--- src/include/idct_defs.svh ---
// Size, SRAM layout and fixed-point constants of the IDCT engine, included by RTL and testbench
`ifndef IDCT_DEFS_SVH
`define IDCT_DEFS_SVH

// Block geometry
`define IDCT_N                  8

// SRAM layout, word addresses
`define COEFF_BASE              76800
`define IMG_WIDTH               320      // Coefficient words per image row
`define ROW_WORDS               160      // Two pixels per word
`define COEFF_BLOCK_ROW_STRIDE  2560     // 8 rows of 320 words
`define PIX_BLOCK_ROW_STRIDE    1280     // 8 rows of 160 words

// Cycles from address to read data
`define SRAM_RD_LATENCY         2

// Fixed-point bit positions
`define PASS1_SHIFT             8        // T keeps bits 23..8
`define PIXEL_LSB               16       // Pixel is bits 23..16
`define CLIP_BIT                24       // Sums at or above 2^24 saturate

`endif

--- src/idct_pkg.sv ---
// Vector types and state encodings shared by the IDCT engine modules
package idct_pkg;

	typedef logic signed [15:0] sample_t;   // Coefficient or T element
	typedef logic signed [15:0] coeff_t;    // Cosine matrix entry
	typedef logic signed [39:0] acc_t;
	typedef logic [7:0]         pixel_t;

	typedef logic [17:0] sram_addr_t;
	typedef logic [15:0] sram_data_t;

	typedef logic [5:0] mat_idx_t;          // Row * 8 + column
	typedef logic [4:0] blk_row_t;
	typedef logic [5:0] blk_col_t;

	typedef enum logic [2:0] {
		CTRL_IDLE,
		CTRL_FETCH,
		CTRL_PASS1,
		CTRL_PASS2,
		CTRL_DRAIN,
		CTRL_DONE
	} ctrl_state_t;

	typedef enum logic [1:0] {
		IO_IDLE,
		IO_READ,
		IO_WRITE
	} io_state_t;

endpackage

--- src/dp_ram.sv ---
// Dual-port synchronous RAM, port a reads and writes, port b reads, one-cycle read latency
`timescale 1ns/1ns

module dp_ram #(
	parameter int WIDTH      = 16,
	parameter int DEPTH_LOG2 = 6
) (
	input  logic                  CLOCK_50_I,
	input  logic [DEPTH_LOG2-1:0] addr_a,
	input  logic [DEPTH_LOG2-1:0] addr_b,
	input  logic [WIDTH-1:0]      data_a,
	input  logic                  wren_a,
	output logic [WIDTH-1:0]      q_a,
	output logic [WIDTH-1:0]      q_b
);

	logic [WIDTH-1:0] mem [2**DEPTH_LOG2];

	always_ff @(posedge CLOCK_50_I) begin
		if (wren_a) begin
			mem[addr_a] <= data_a;
		end
		q_a <= mem[addr_a];   // Old data on a write
		q_b <= mem[addr_b];
	end

endmodule

--- src/dct_coeff_rom.sv ---
// Registered two-port ROM of the fixed-point 8x8 cosine matrix, addressed row * 8 + column
`timescale 1ns/1ns

module dct_coeff_rom (
	input  logic               CLOCK_50_I,
	input  idct_pkg::mat_idx_t addr_a,
	input  idct_pkg::mat_idx_t addr_b,
	output idct_pkg::coeff_t   coeff_a,
	output idct_pkg::coeff_t   coeff_b
);

	// C[n][k] from the phase (2n+1)k folded into the first quadrant
	function automatic idct_pkg::coeff_t cos_entry(input logic [2:0] n, input logic [2:0] k);
		logic [7:0] prod;
		logic [4:0] m;
		logic neg;
		idct_pkg::coeff_t mag;
		begin
			prod = {4'd0, n, 1'b1} * {5'd0, k};
			m = prod[4:0];            // Phase mod 32
			neg = 1'b0;
			if (m > 5'd16) begin
				m = 5'd0 - m;         // cos(2pi - x)
			end
			if (m > 5'd8) begin
				m = 5'd16 - m;        // cos(pi - x) flips sign
				neg = 1'b1;
			end
			case (m)
				5'd1:    mag = 16'sd2008;
				5'd2:    mag = 16'sd1892;
				5'd3:    mag = 16'sd1702;
				5'd5:    mag = 16'sd1137;
				5'd6:    mag = 16'sd783;
				5'd7:    mag = 16'sd399;
				default: mag = 16'sd1448;
			endcase
			if (k == 3'd0) begin
				return 16'sd1448;     // DC column
			end
			return neg ? -mag : mag;
		end
	endfunction

	always_ff @(posedge CLOCK_50_I) begin
		coeff_a <= cos_entry(addr_a[5:3], addr_a[2:0]);
		coeff_b <= cos_entry(addr_b[5:3], addr_b[2:0]);
	end

endmodule

--- src/sram_block_io.sv ---
// SRAM side of the IDCT engine, fetches the coefficient block and writes packed pixels back
`timescale 1ns/1ns
`include "idct_defs.svh"

module sram_block_io (
	input  logic                 CLOCK_50_I,
	input  logic                 resetn,
	input  logic                 fetch_start,
	input  idct_pkg::blk_row_t   block_row,
	input  idct_pkg::blk_col_t   block_col,
	input  idct_pkg::sram_data_t sram_read_data,
	output idct_pkg::sram_addr_t sram_address,
	output idct_pkg::sram_data_t sram_write_data,
	output logic                 sram_we_n,
	output idct_pkg::mat_idx_t   sp_wr_addr,
	output idct_pkg::sample_t    sp_wr_data,
	output logic                 sp_wr_en,
	output logic                 fetch_done,
	input  idct_pkg::pixel_t     pixel,
	input  logic                 pixel_valid,
	output logic                 write_done
);

	localparam int LAT = `SRAM_RD_LATENCY;

	idct_pkg::io_state_t  state;
	idct_pkg::sram_addr_t coeff_base;
	idct_pkg::sram_addr_t pix_base;
	idct_pkg::mat_idx_t   rd_cnt;
	logic                 rd_active;
	logic [LAT:0]         ret_vld;          // Bit 0 lines up with sram_address
	idct_pkg::mat_idx_t   ret_idx [LAT+1];
	idct_pkg::pixel_t     pix_hi;
	logic                 pix_odd;
	logic [4:0]           word_cnt;

	assign sp_wr_en   = ret_vld[LAT];
	assign sp_wr_addr = ret_idx[LAT];
	assign sp_wr_data = idct_pkg::sample_t'(sram_read_data);

	always_ff @(posedge CLOCK_50_I or negedge resetn) begin
		if (!resetn) begin
			state      <= idct_pkg::IO_IDLE;
			rd_active  <= 1'b0;
			rd_cnt     <= '0;
			ret_vld    <= '0;
			sram_we_n  <= 1'b1;
			fetch_done <= 1'b0;
			write_done <= 1'b0;
			pix_odd    <= 1'b0;
			word_cnt   <= '0;
		end else begin
			fetch_done <= 1'b0;
			write_done <= 1'b0;
			sram_we_n  <= 1'b1;
			ret_vld    <= {ret_vld[LAT-1:0], 1'b0};
			case (state)
				idct_pkg::IO_IDLE: begin
					if (fetch_start) begin
						state     <= idct_pkg::IO_READ;
						rd_active <= 1'b1;
						rd_cnt    <= '0;
						pix_odd   <= 1'b0;
						word_cnt  <= '0;
					end
				end
				idct_pkg::IO_READ: begin
					if (rd_active) begin
						ret_vld[0] <= 1'b1;
						rd_cnt     <= rd_cnt + 6'd1;
						if (rd_cnt == 6'd63) begin
							rd_active <= 1'b0;
						end
					end
					if (sp_wr_en && sp_wr_addr == 6'd63) begin   // Last coefficient stored
						fetch_done <= 1'b1;
						state      <= idct_pkg::IO_WRITE;
					end
				end
				idct_pkg::IO_WRITE: begin
					if (pixel_valid) begin
						pix_odd <= ~pix_odd;
						if (pix_odd) begin
							sram_we_n <= 1'b0;
							word_cnt  <= word_cnt + 5'd1;
						end
					end
					if (!sram_we_n && word_cnt == 5'd0) begin    // Word 31 just went out
						write_done <= 1'b1;
						state      <= idct_pkg::IO_IDLE;
					end
				end
				default: state <= idct_pkg::IO_IDLE;
			endcase
		end
	end

	always_ff @(posedge CLOCK_50_I) begin
		if (state == idct_pkg::IO_IDLE && fetch_start) begin
			coeff_base <= idct_pkg::sram_addr_t'(`COEFF_BASE)
				+ idct_pkg::sram_addr_t'(block_row) * idct_pkg::sram_addr_t'(`COEFF_BLOCK_ROW_STRIDE)
				+ idct_pkg::sram_addr_t'(block_col) * idct_pkg::sram_addr_t'(`IDCT_N);
			pix_base <= idct_pkg::sram_addr_t'(block_row) * idct_pkg::sram_addr_t'(`PIX_BLOCK_ROW_STRIDE)
				+ idct_pkg::sram_addr_t'(block_col) * idct_pkg::sram_addr_t'(`IDCT_N / 2);
		end
		if (state == idct_pkg::IO_READ && rd_active) begin
			sram_address <= coeff_base
				+ idct_pkg::sram_addr_t'(rd_cnt[5:3]) * idct_pkg::sram_addr_t'(`IMG_WIDTH)
				+ idct_pkg::sram_addr_t'(rd_cnt[2:0]);
			ret_idx[0] <= rd_cnt;
		end
		for (int i = 1; i <= LAT; i++) begin
			ret_idx[i] <= ret_idx[i-1];
		end
		if (state == idct_pkg::IO_WRITE && pixel_valid) begin
			if (!pix_odd) begin
				pix_hi <= pixel;                       // Even column, high byte
			end else begin
				sram_write_data <= {pix_hi, pixel};
				sram_address <= pix_base
					+ idct_pkg::sram_addr_t'(word_cnt[4:2]) * idct_pkg::sram_addr_t'(`ROW_WORDS)
					+ idct_pkg::sram_addr_t'(word_cnt[1:0]);
			end
		end
	end

	a_no_write_in_read: assert property (@(posedge CLOCK_50_I) disable iff (!resetn)
		state == idct_pkg::IO_READ |-> sram_we_n);

endmodule

--- src/idct_mac.sv ---
// Two-product multiply-accumulate for the IDCT passes, gives the scaled T value and the clipped pixel
`timescale 1ns/1ns
`include "idct_defs.svh"

module idct_mac (
	input  logic              CLOCK_50_I,
	input  logic              resetn,
	input  idct_pkg::sample_t a0,
	input  idct_pkg::sample_t a1,
	input  idct_pkg::coeff_t  c0,
	input  idct_pkg::coeff_t  c1,
	input  logic              mac_valid,
	input  logic              mac_first,
	input  logic              mac_last,
	output idct_pkg::sample_t t_value,
	output idct_pkg::pixel_t  pixel,
	output logic              result_valid
);

	localparam int ACC_MSB = $bits(idct_pkg::acc_t) - 1;

	idct_pkg::sample_t a0_q, a1_q;
	idct_pkg::coeff_t  c0_q, c1_q;
	logic              valid_q, first_q, last_q;
	logic signed [31:0] prod0, prod1;
	idct_pkg::acc_t    acc, acc_base, sum;

	assign prod0    = a0_q * c0_q;
	assign prod1    = a1_q * c1_q;
	assign acc_base = first_q ? '0 : acc;     // New dot product restarts
	assign sum      = acc_base + idct_pkg::acc_t'(prod0) + idct_pkg::acc_t'(prod1);

	always_ff @(posedge CLOCK_50_I or negedge resetn) begin
		if (!resetn) begin
			valid_q      <= 1'b0;
			first_q      <= 1'b0;
			last_q       <= 1'b0;
			result_valid <= 1'b0;
		end else begin
			valid_q      <= mac_valid;
			first_q      <= mac_first;
			last_q       <= mac_last;
			result_valid <= valid_q && last_q;
		end
	end

	always_ff @(posedge CLOCK_50_I) begin
		a0_q <= a0;
		a1_q <= a1;
		c0_q <= c0;
		c1_q <= c1;
		if (valid_q) begin
			acc <= sum;
		end
		if (valid_q && last_q) begin
			t_value <= sum[`PASS1_SHIFT +: 16];
			if (sum[ACC_MSB]) begin
				pixel <= 8'd0;
			end else if (|sum[ACC_MSB-1:`CLIP_BIT]) begin
				pixel <= 8'd255;                   // Saturate high
			end else begin
				pixel <= sum[`PIXEL_LSB +: 8];
			end
		end
	end

endmodule

--- src/idct_ctrl.sv ---
// Top FSM of the IDCT engine, sequences fetch, both matrix passes and write-back
`timescale 1ns/1ns
`include "idct_defs.svh"

module idct_ctrl (
	input  logic               CLOCK_50_I,
	input  logic               resetn,
	input  logic               start,
	output logic               busy,
	output logic               done,
	output logic               fetch_start,
	input  logic               fetch_done,
	input  logic               write_done,
	output idct_pkg::mat_idx_t sp_rd_addr_a,
	output idct_pkg::mat_idx_t sp_rd_addr_b,
	output idct_pkg::mat_idx_t t_rd_addr_a,
	output idct_pkg::mat_idx_t t_rd_addr_b,
	output idct_pkg::mat_idx_t t_wr_addr,
	output logic               t_wr_en,
	output idct_pkg::mat_idx_t rom_addr_a,
	output idct_pkg::mat_idx_t rom_addr_b,
	output logic               mac_valid,
	output logic               mac_first,
	output logic               mac_last,
	input  logic               result_valid,
	output logic               operand_sel
);

	localparam logic [2:0] LAST_IDX = 3'(`IDCT_N - 1);

	idct_pkg::ctrl_state_t state;
	logic       issuing;
	logic [2:0] row_cnt, col_cnt;
	logic [1:0] pair_cnt;              // Terms 2p and 2p+1
	logic       pair_last, issue_last;
	logic [2:0] rom_col;

	assign pair_last  = (pair_cnt == 2'd3);
	assign issue_last = issuing && pair_last && col_cnt == LAST_IDX && row_cnt == LAST_IDX;

	assign busy    = (state != idct_pkg::CTRL_IDLE) && (state != idct_pkg::CTRL_DONE);
	assign done    = (state == idct_pkg::CTRL_DONE);
	assign t_wr_en = result_valid && !operand_sel;   // Pass 1 results only

	// Pass 1 walks S' rows against C columns, pass 2 C columns against T columns
	assign sp_rd_addr_a = {row_cnt, pair_cnt, 1'b0};
	assign sp_rd_addr_b = {row_cnt, pair_cnt, 1'b1};
	assign t_rd_addr_a  = {pair_cnt, 1'b0, col_cnt};
	assign t_rd_addr_b  = {pair_cnt, 1'b1, col_cnt};
	assign rom_col      = (state == idct_pkg::CTRL_PASS2) ? row_cnt : col_cnt;
	assign rom_addr_a   = {pair_cnt, 1'b0, rom_col};
	assign rom_addr_b   = {pair_cnt, 1'b1, rom_col};

	always_ff @(posedge CLOCK_50_I or negedge resetn) begin
		if (!resetn) begin
			state       <= idct_pkg::CTRL_IDLE;
			issuing     <= 1'b0;
			row_cnt     <= '0;
			col_cnt     <= '0;
			pair_cnt    <= '0;
			fetch_start <= 1'b0;
			mac_valid   <= 1'b0;
			mac_first   <= 1'b0;
			mac_last    <= 1'b0;
			operand_sel <= 1'b0;
			t_wr_addr   <= '0;
		end else begin
			fetch_start <= 1'b0;
			mac_valid   <= issuing;                  // Lines up with RAM/ROM data
			mac_first   <= issuing && pair_cnt == 2'd0;
			mac_last    <= issuing && pair_last;
			operand_sel <= (state == idct_pkg::CTRL_PASS2) || (state == idct_pkg::CTRL_DRAIN);
			if (t_wr_en) begin
				t_wr_addr <= t_wr_addr + 6'd1;
			end
			if (issuing) begin
				pair_cnt <= pair_cnt + 2'd1;
				if (pair_last) begin
					col_cnt <= col_cnt + 3'd1;
					if (col_cnt == LAST_IDX) begin
						row_cnt <= row_cnt + 3'd1;
					end
				end
				if (issue_last) begin
					issuing <= 1'b0;
				end
			end
			case (state)
				idct_pkg::CTRL_IDLE, idct_pkg::CTRL_DONE: begin
					if (start) begin
						fetch_start <= 1'b1;
						state       <= idct_pkg::CTRL_FETCH;
					end else begin
						state <= idct_pkg::CTRL_IDLE;
					end
				end
				idct_pkg::CTRL_FETCH: begin
					if (fetch_done) begin
						state     <= idct_pkg::CTRL_PASS1;
						issuing   <= 1'b1;
						row_cnt   <= '0;
						col_cnt   <= '0;
						pair_cnt  <= '0;
						t_wr_addr <= '0;
					end
				end
				idct_pkg::CTRL_PASS1: begin
					if (t_wr_en && t_wr_addr == 6'd63) begin   // T complete
						state   <= idct_pkg::CTRL_PASS2;
						issuing <= 1'b1;
					end
				end
				idct_pkg::CTRL_PASS2: begin
					if (issue_last) begin
						state <= idct_pkg::CTRL_DRAIN;
					end
				end
				idct_pkg::CTRL_DRAIN: begin
					if (write_done) begin
						state <= idct_pkg::CTRL_DONE;
					end
				end
				default: state <= idct_pkg::CTRL_IDLE;
			endcase
		end
	end

	a_t_write_pass1: assert property (@(posedge CLOCK_50_I) disable iff (!resetn)
		t_wr_en |-> state == idct_pkg::CTRL_PASS1);

endmodule

--- src/idct_top.sv ---
// Top level of the 8x8 inverse DCT engine, connects control, SRAM I/O, MAC, ROM and RAMs
`timescale 1ns/1ns

module idct_top (
	input  logic                 CLOCK_50_I,
	input  logic                 resetn,
	input  logic                 start,
	input  idct_pkg::blk_row_t   block_row,
	input  idct_pkg::blk_col_t   block_col,
	output logic                 busy,
	output logic                 done,
	input  idct_pkg::sram_data_t sram_read_data,
	output idct_pkg::sram_data_t sram_write_data,
	output idct_pkg::sram_addr_t sram_address,
	output logic                 sram_we_n
);

	logic               fetch_start, fetch_done, write_done;
	idct_pkg::mat_idx_t sp_wr_addr, sp_rd_addr_a, sp_rd_addr_b, sp_addr_a;
	idct_pkg::sample_t  sp_wr_data, sp_q_a, sp_q_b;
	logic               sp_wr_en;
	idct_pkg::mat_idx_t t_rd_addr_a, t_rd_addr_b, t_wr_addr, t_addr_a;
	idct_pkg::sample_t  t_q_a, t_q_b, t_value;
	logic               t_wr_en;
	idct_pkg::mat_idx_t rom_addr_a, rom_addr_b;
	idct_pkg::coeff_t   coeff_a, coeff_b;
	logic               mac_valid, mac_first, mac_last, result_valid, operand_sel;
	idct_pkg::sample_t  mac_a0, mac_a1;
	idct_pkg::pixel_t   pixel;
	logic               pixel_valid;

	assign sp_addr_a   = sp_wr_en ? sp_wr_addr : sp_rd_addr_a;   // Fetch owns port a
	assign t_addr_a    = t_wr_en ? t_wr_addr : t_rd_addr_a;
	assign mac_a0      = operand_sel ? t_q_a : sp_q_a;            // T in pass 2
	assign mac_a1      = operand_sel ? t_q_b : sp_q_b;
	assign pixel_valid = result_valid && operand_sel;

	idct_ctrl u_ctrl (
		.CLOCK_50_I(CLOCK_50_I), .resetn(resetn), .start(start), .busy(busy), .done(done),
		.fetch_start(fetch_start), .fetch_done(fetch_done), .write_done(write_done),
		.sp_rd_addr_a(sp_rd_addr_a), .sp_rd_addr_b(sp_rd_addr_b),
		.t_rd_addr_a(t_rd_addr_a), .t_rd_addr_b(t_rd_addr_b),
		.t_wr_addr(t_wr_addr), .t_wr_en(t_wr_en),
		.rom_addr_a(rom_addr_a), .rom_addr_b(rom_addr_b),
		.mac_valid(mac_valid), .mac_first(mac_first), .mac_last(mac_last),
		.result_valid(result_valid), .operand_sel(operand_sel)
	);

	sram_block_io u_sram_io (
		.CLOCK_50_I(CLOCK_50_I), .resetn(resetn), .fetch_start(fetch_start),
		.block_row(block_row), .block_col(block_col), .sram_read_data(sram_read_data),
		.sram_address(sram_address), .sram_write_data(sram_write_data), .sram_we_n(sram_we_n),
		.sp_wr_addr(sp_wr_addr), .sp_wr_data(sp_wr_data), .sp_wr_en(sp_wr_en),
		.fetch_done(fetch_done), .pixel(pixel), .pixel_valid(pixel_valid),
		.write_done(write_done)
	);

	idct_mac u_mac (
		.CLOCK_50_I(CLOCK_50_I), .resetn(resetn),
		.a0(mac_a0), .a1(mac_a1), .c0(coeff_a), .c1(coeff_b),
		.mac_valid(mac_valid), .mac_first(mac_first), .mac_last(mac_last),
		.t_value(t_value), .pixel(pixel), .result_valid(result_valid)
	);

	dct_coeff_rom u_rom (
		.CLOCK_50_I(CLOCK_50_I), .addr_a(rom_addr_a), .addr_b(rom_addr_b),
		.coeff_a(coeff_a), .coeff_b(coeff_b)
	);

	dp_ram #(
		.WIDTH($bits(idct_pkg::sample_t)), .DEPTH_LOG2($bits(idct_pkg::mat_idx_t))
	) u_sp_ram (
		.CLOCK_50_I(CLOCK_50_I), .addr_a(sp_addr_a), .addr_b(sp_rd_addr_b),
		.data_a(sp_wr_data), .wren_a(sp_wr_en), .q_a(sp_q_a), .q_b(sp_q_b)
	);

	dp_ram #(
		.WIDTH($bits(idct_pkg::sample_t)), .DEPTH_LOG2($bits(idct_pkg::mat_idx_t))
	) u_t_ram (
		.CLOCK_50_I(CLOCK_50_I), .addr_a(t_addr_a), .addr_b(t_rd_addr_b),
		.data_a(t_value), .wren_a(t_wr_en), .q_a(t_q_a), .q_b(t_q_b)
	);

endmodule

--- config.mk ---
export PLATFORM = sky130hd
export DESIGN_NAME = idct_top
export DESIGN_NICKNAME = d
export VERILOG_FILES = /design/src/idct_pkg.sv /design/src/dp_ram.sv /design/src/dct_coeff_rom.sv /design/src/sram_block_io.sv /design/src/idct_mac.sv /design/src/idct_ctrl.sv /design/src/idct_top.sv
export VERILOG_INCLUDE_DIRS = /design/src /design/src/include
export SDC_FILE = /design/constraint.sdc
export NUM_CORES = 2
export LEC_CHECK = 0
export BUFFER_PORTS_ARGS = -buffer_cell sky130_fd_sc_hd__buf_2
export CAP_MARGIN = 20
export CORE_MARGIN = 2
export CORE_UTILIZATION = 46
export CTS_CLUSTER_SIZE = 24
export DETAILED_ROUTE_END_ITERATION = 7
export SETUP_SLACK_MARGIN = 0.2
export SYNTH_ARGS = -nofsm -noshare
export SYNTH_HDL_FRONTEND = slang
export SYNTH_SLANG_ARGS = --single-unit
--- constraint.sdc ---
create_clock -name CLOCK_50_I -period 9.1 [get_ports CLOCK_50_I]
set_input_delay 0.455 -clock CLOCK_50_I [delete_from_list [all_inputs] [get_ports CLOCK_50_I]]
set_output_delay 0.455 -clock CLOCK_50_I [all_outputs]
set_load 0.02 [all_outputs]
-- Word-level counts from Yosys, hierarchy flattened
Memories as Yosys holds them, arrays and structs flattened. A register that Yosys moved wholly into a read port is not among the register bits.
Index checks and enable logic that the tools add are counted.
- $add $sub $neg: 21
- $mul: 8
- magnitude comparators: 4
- equality and inequality tests: 36
- multiplexer cells: 85
- bitwise logic cells: 1
- reductions and logical operators: 35
- operators by type and width (operator ; count):
    case mux 11 bit (6 select lines) ; 2
    two-way mux 16 bit ; 7
    adder 40 x 32 -> 40 bit ; 2
    multiplier 16 x 16 -> 32 bit ; 2
    two-way mux 18 bit ; 3
    two-way mux 3 bit ; 14
    two-way mux 6 bit ; 7
    two-way mux 40 bit ; 1
    two-way mux 5 bit ; 7
    negation 11 -> 16 bit ; 2
    equality test 5 x 3 -> 1 bit, second input constant ; 6
    two-way mux 1 bit ; 30
    equality test 5 x 2 -> 1 bit, second input constant ; 4
    adder 17 x 17 -> 18 bit, first input constant ; 1
    adder 18 x 11 -> 18 bit ; 1
    adder 18 x 12 -> 18 bit ; 1
    adder 18 x 2 -> 18 bit ; 1
    adder 18 x 3 -> 18 bit ; 1
    adder 18 x 9 -> 18 bit ; 1
    equality test 6 bit, second input constant ; 3
    inequality test 2 x 1 -> 1 bit, second input constant ; 9
    adder 16 x 8 -> 17 bit ; 1
    multiplier 5 x 3 -> 8 bit, second input constant ; 2
    case mux 3 bit (5 select lines) ; 1
    other kinds (38) ; 81
- flip-flop bits (word level): 286
- bits in writable memories: 2066
- input bits: 30
- output and inout port bits: 37
- logic and storage cells: 231
- memories: 3
- memories (name ; depth ; width ; rd ports ; clocked after memory_dff ; write ports ; line ; source):
    u_sp_ram.mem ; 64 ; 16 ; 2 ; 2 ; 1 ; dp_ram.sv:17 ; logic [WIDTH-1:0] mem [2**DEPTH_LOG2];
    u_t_ram.mem ; 64 ; 16 ; 2 ; 2 ; 1 ; dp_ram.sv:17 ;
    u_sram_io.ret_idx ; 3 ; 6 ; 3 ; 0 ; 3 ; sram_block_io.sv:32 ; idct_pkg::mat_idx_t ret_idx [LAT+1];

-- Longest topological paths before layout
- depth after elaboration: 12
- mapped depth: 32
- depth with buffers taken out: 29

-- Hierarchy
A second synthesis with hierarchy kept.
- cells, all modules: 9231
- area, all modules: 133215.3 um^2
- modules (own cells, without submodules) (module ; instances ; cells an instance ; area an instance (um^2) ; sequential area each (um^2)):
    dp_ram ; 2 ; 2841 ; 48355.1 ; 31390.1
    idct_mac ; 1 ; 2665 ; 27222.4 ; 3303.2
    sram_block_io ; 1 ; 374 ; 4585.6 ; 2688.8
    dct_coeff_rom ; 1 ; 320 ; 2580.0 ; 640.6
    idct_ctrl ; 1 ; 139 ; 1425.1 ; 575.6
    idct_top ; 1 ; 51 ; 691.9 ; 0.0

-- Worst setup path after synthesis
OpenSTA, ideal clock, no wires.
- path type: register -> register
- start point: reg u_mac.c1_q[0]
- end point: reg u_mac.pixel[0], data pin
- library setup time: 0.281 ns
- data arrival time: 8.882 ns
- data required time: 8.819 ns
- slack: -0.063 ns
- cell stages (with the launch flop): 28
- path buffers: 2
- clock period less this slack: 9.163 ns
- cell sequence: dfxtp_1 clkbuf_1 and2_1 fa_1 fa_1 fa_1 inv_1 fa_1 inv_1 fa_1 fa_1 fa_1 inv_1 fa_1 inv_1 ha_1 a21o_1 a21oi_1 o221ai_1 a41o_1 clkbuf_1 a311oi_1 o21ai_0 a21o_1 xor2_1 or4_1 nor4_2 a21oi_1
- cells in the longest elaborated chain, start to end: 4
- RTL lines (what ; line ; source):
    from (decl) ; idct_mac.sv:23 ; idct_pkg::coeff_t c0_q, c1_q;
    from (signal assigned) ; idct_mac.sv:51 ; c1_q <= c1;
    multiplier 16 x 16 -> 32 bit ; idct_mac.sv:29 ; assign prod1 = a1_q * c1_q;
    adder 40 x 32 -> 40 bit ; idct_mac.sv:31 ; assign sum = acc_base + idct_pkg::acc_t'(prod0) + idct_pkg::acc_t'(prod1);
    named net u_mac.sum[33] ; idct_mac.sv:26 ; idct_pkg::acc_t acc, acc_base, sum;
    OR reduction 15 bit ; idct_mac.sv:59 ; end else if (|sum[ACC_MSB-1:`CLIP_BIT]) begin
    two-way mux 8 bit ; idct_mac.sv:59 ;
    to (signal assigned) ; idct_mac.sv:62 ; pixel <= sum[`PIXEL_LSB +: 8];
    to (decl) ; idct_mac.sv:16 ; output idct_pkg::pixel_t pixel,
The timed path passes the listed nets, and every way through them passes these cells.
A chain may end at the register's enable or synchronous reset.

-- Final worst setup path
- start point: reg u_mac.c0_q[8]
- end point: reg u_mac.pixel[2], data pin
- cells in the longest elaborated chain, start to end: 5
- RTL lines (what ; line ; source):
    from (decl) ; idct_mac.sv:23 ;
    from (signal assigned) ; idct_mac.sv:50 ; c0_q <= c0;
    multiplier 16 x 16 -> 32 bit ; idct_mac.sv:28 ; assign prod0 = a0_q * c0_q;
    adder 40 x 32 -> 40 bit (2 in series) ; idct_mac.sv:31 ;
    named net u_mac.sum[28] ; idct_mac.sv:26 ;
    OR reduction 15 bit ; idct_mac.sv:59 ;
    two-way mux 8 bit ; idct_mac.sv:59 ;
The timed path passes the listed nets, and every way through them passes these cells.

==> results.py <==
metrics = {
    "worst_setup_path": {
        "path_depth": 26,
        "path_buf_inv": 6,
        "critPathCapture": "u_mac.pixel[2]",
        "cpMaxStageDelayCell": "dfxtp_1",
        "cp_max_fo": 11,
        "crit_start": "u_mac.c0_q[8]",
        "critPathArrivalTime_ns": 9.20,
        "r2r_slack_ns": 0.55,
        "slowest_delay_ns": 0.68,
        "critical_path_class": "reg -> reg",
        "regToRegEndpoint": "u_mac.pixel[2]",
        "rr_startpoint": "u_mac.c0_q[8]",
        "reg2reg_depth": 26,
        "startpoint_type": "register",
        "cp_top_family": "adder cells",
        "required_ns": 9.75,
        "cp_common_cell": "fa_1",
        "endpoint_kind": "register",
    },
    "timing": {
        "fin_crit_ns": 8.55,
        "rsz0062_at_grt": "false",
        "tightest_slew_ns": 1.30,
        "tns_ns": 0,
        "drv_slew": 0,
        "fin_crit_sh": 0.939,
        "setup_viol": 0,
        "slew_headroom": 0.123,
        "timing.fmax_mhz": 117,
        "clock_skew_ns": 0.0625,
        "finalHoldViolCount": 0,
        "whs_ns": 0.0582,
    },
    "grt": {
        "use_met1": 0.389,
        "use_met2": 0.429,
        "grt_max_degree": 117,
        "grt_pass1_wl_um": 533000,
        "grt_pass1_vias": 74400,
        "use_met3": 0.0590,
        "antenna_found_initial": 26,
        "grt.busiest_layer": "met2",
        "grt_use_total": 0.281,
        "grt.overflow.total": 0,
    },
    "yosys": {
        "yosys-top-cells-area": "edfxtp_1 (55%), fa_1 (12%), mux4_2 (6.1%)",
        "syn_area_um2": 119000,
        "avgSynthCellArea_um2": 14.8,
        "yosys.area.top_type": "edfxtp_1",
        "synth_warnings": 0,
        "synth.distinct_cells": 90,
        "synth_top_area_share": 0.548,
        "synth_edf_count": 2164,
        "synth_ff_type": "edfxtp_1",
        "ys_ff_latch": 2402,
        "seq_area_frac_synth": 0.590,
        "syn_inst": 8026,
        "async_reset_ff_frac": 0.0200,
        "synth.net_count": 8962,
    },
    "floorplan": {
        "ios": 67,
        "die_x_um": 512,
        "core_um2": 257000,
        "die-area_um2": 262000,
        "die_h_um": 512,
        "initial_core_util": 0.462,
        "core.rowCount": 186,
    },
    "worst_hold_path": {
        "hold_class": "in -> reg",
    },
    "placed_design": {
        "gp_congestion": 0.918,
        "port_buffers": 66,
        "dp_cells": 11300,
        "hpwl_um": 242000,
    },
    "detailed_routing": {
        "wl_um": 373000,
        "ant_nets": 0,
        "avgRoutedWirePerCell_um": 31.4,
        "viasPerCell": 6.31,
        "vias": 74800,
        "firstDrtPassIters": 8,
        "drt_first_iter_violations": 10900,
        "drc": 1,
    },
    "clocking": {
        "htreeDepth": 5,
        "cts_tree": "yes",
        "clk_latency_ns": 0.95,
        "clockRootBuffer": "clkbuf_16",
        "cts.sinks": 2402,
        "path_clk_slew_ns": 0.06,
        "cts_buffers": 278,
        "max-clock-path-buffers": 4,
    },
    "layout": {
        "final_nets": 9203,
        "finalNonFillerCells": 11900,
        "drive_gt1_frac": 0.155,
        "area_growth_pct": 12.6,
        "fill_cells": 21000,
    },
    "job": {
        "cap_viol_max_count": 0,
    },
    "status": {
        "outcome": "finished, violations left",
        "violations": "DRC",
    },
}
-- layer usage --
layer  up-vias  part of all wire
met3       766              0.11
met1     38800              0.38
li1      30600                 -
met2      4717              0.46
met5         -           0.00015
met4         8             0.049
-- per-stage QoR --
step / instance area, um^2 / util / worst slack, ns
floorplan: 119000 / - / 0.260
global placement: 124000 / 0.484 / 0.227
detailed placement: 124000 / 0.485 / 0.137
CTS: 133000 / 0.519 / 0.228
global route: 133000 / 0.520 / 0.204
finish: 134000 / 0.520 / 0.553
-- layout by cell type (no fill, tap or decap), types with 186 or more instances in the layout --
cell / instances
edfxtp_1: 2164
inv_1: 813
fa_1: 705
nand2_1: 577
a22oi_1: 496
buf_4: 321
mux4_2: 320
clkbuf_16: 284
and2_1: 239
a31oi_1: 212
nor2_1: 200
ha_1: 197
a221oi_1: 191
a22o_1: 186
-- tightest hold or removal path, delay by kind of cell --
kind	cells	cell delay [ns]
buf+inv	1	0.10
fa+ha+maj	2	0.31
-- cell type report --
cell class | instances | area [um^2] | share of cell area
sequential | 2402 | 70000 | 0.525
multi-input combinational | 4338 | 44100 | 0.331
clock buffer | 351 | 7490 | 0.0561
tap | 3384 | 4230 | 0.0317
timing repair buffer | 425 | 3270 | 0.0245
inverter | 822 | 3100 | 0.0232
clock inverter | 127 | 1210 | 0.00905
antenna | 15 | 37.5 | 0.000281
-- cell families (layout without fill, tap and decap cells) --
| group | count (synthesis) | count (layout) | share of synthesized area |
|---|---|---|---|
| DFF | 2402 | 2402 | 0.590 |
| other | 0 | 15 | 0 |
| and+or+nand+nor | 1361 | 1361 | 0.0537 |
| AOI/OAI and AO/OA | 1556 | 1556 | 0.0978 |
| adders and majority gates | 906 | 906 | 0.140 |
| buffers and inverters | 1286 | 1725 | 0.0409 |
| muxes | 411 | 411 | 0.0692 |
| xor gates and xnor gates | 104 | 104 | 0.00792 |
-- synthesized netlist by cell type (9+ instances only) --
| master | number |
|---|---|
| a211oi_1 | 13 |
| a21o_1 | 30 |
| a21oi_1 | 160 |
| a221oi_1 | 191 |
| a222oi_1 | 58 |
| a22o_1 | 186 |
| a22oi_1 | 497 |
| a31oi_1 | 212 |
| a41oi_1 | 22 |
| and2_1 | 241 |
| and3_1 | 11 |
| buf_1 | 71 |
| clkbuf_1 | 389 |
| dfrtp_1 | 47 |
| dfxtp_1 | 190 |
| edfxtp_1 | 2164 |
| fa_1 | 708 |
| ha_1 | 198 |
| inv_1 | 818 |
| mux2_2 | 54 |
| mux2i_1 | 33 |
| mux4_2 | 320 |
| nand2_1 | 578 |
| nand2b_1 | 30 |
| nand3_1 | 57 |
| nand4_1 | 19 |
| nor2_1 | 251 |
| nor2b_1 | 54 |
| nor3_1 | 31 |
| nor4_1 | 58 |
| o211ai_1 | 16 |
| o21a_1 | 12 |
| o21ai_0 | 63 |
| o21bai_1 | 16 |
| o221ai_1 | 10 |
| o22ai_1 | 9 |
| o31ai_1 | 9 |
| xnor2_1 | 67 |
| xor2_1 | 34 |
-- flip-flops by register name (all words and copies together) (netlist names), 7 cells and up --
name and cells:
u_rom.coeff_a 16, u_sp_ram.q_a 16, u_mac.a1_q 16, u_t_ram.q_a 16, u_sram_io.ret_idx 18, u_mac.pixel 8, u_sram_io.sram_write_data 16, u_rom.coeff_b 16
u_t_ram.q_b 16, u_sp_ram.mem 1024, u_mac.c1_q 16, u_sp_ram.q_b 16, u_mac.c0_q 16, u_t_ram.mem 1024, u_mac.acc 40, u_sram_io.sram_address 18
u_mac.a0_q 16, u_sram_io.pix_base 7, u_sram_io.coeff_base 15, u_mac.t_value 16, u_sram_io.pix_hi 8
-- timing repair --
item	CTS	global route
setup endpoints to repair	8	9
hold buffers	12	1
hold endpoints to repair	64	2
pin swaps	0	1
resized for setup	2	31
buffers inserted	0	7
-- worst min path at each step --
| stage | start | endpoint | depth (start not counted) |
|---|---|---|---|
| detailed placement | u_rom.coeff_a[3] | u_mac.c0_q[3] | 0 |
| floorplan | resetn | u_ctrl.col_cnt[0] | 0 |
| finish | block_row[3] | u_sram_io.pix_base[11] | 3 |
| CTS | block_row[3] | u_sram_io.pix_base[11] | 3 |
| global placement | u_rom.coeff_a[0] | u_mac.c0_q[0] | 0 |
| global route | block_row[3] | u_sram_io.pix_base[11] | 3 |
Power is left out: the tool's default activity adds up to more than one toggle a clock period on the data nets, which glitch-free logic cannot reach.
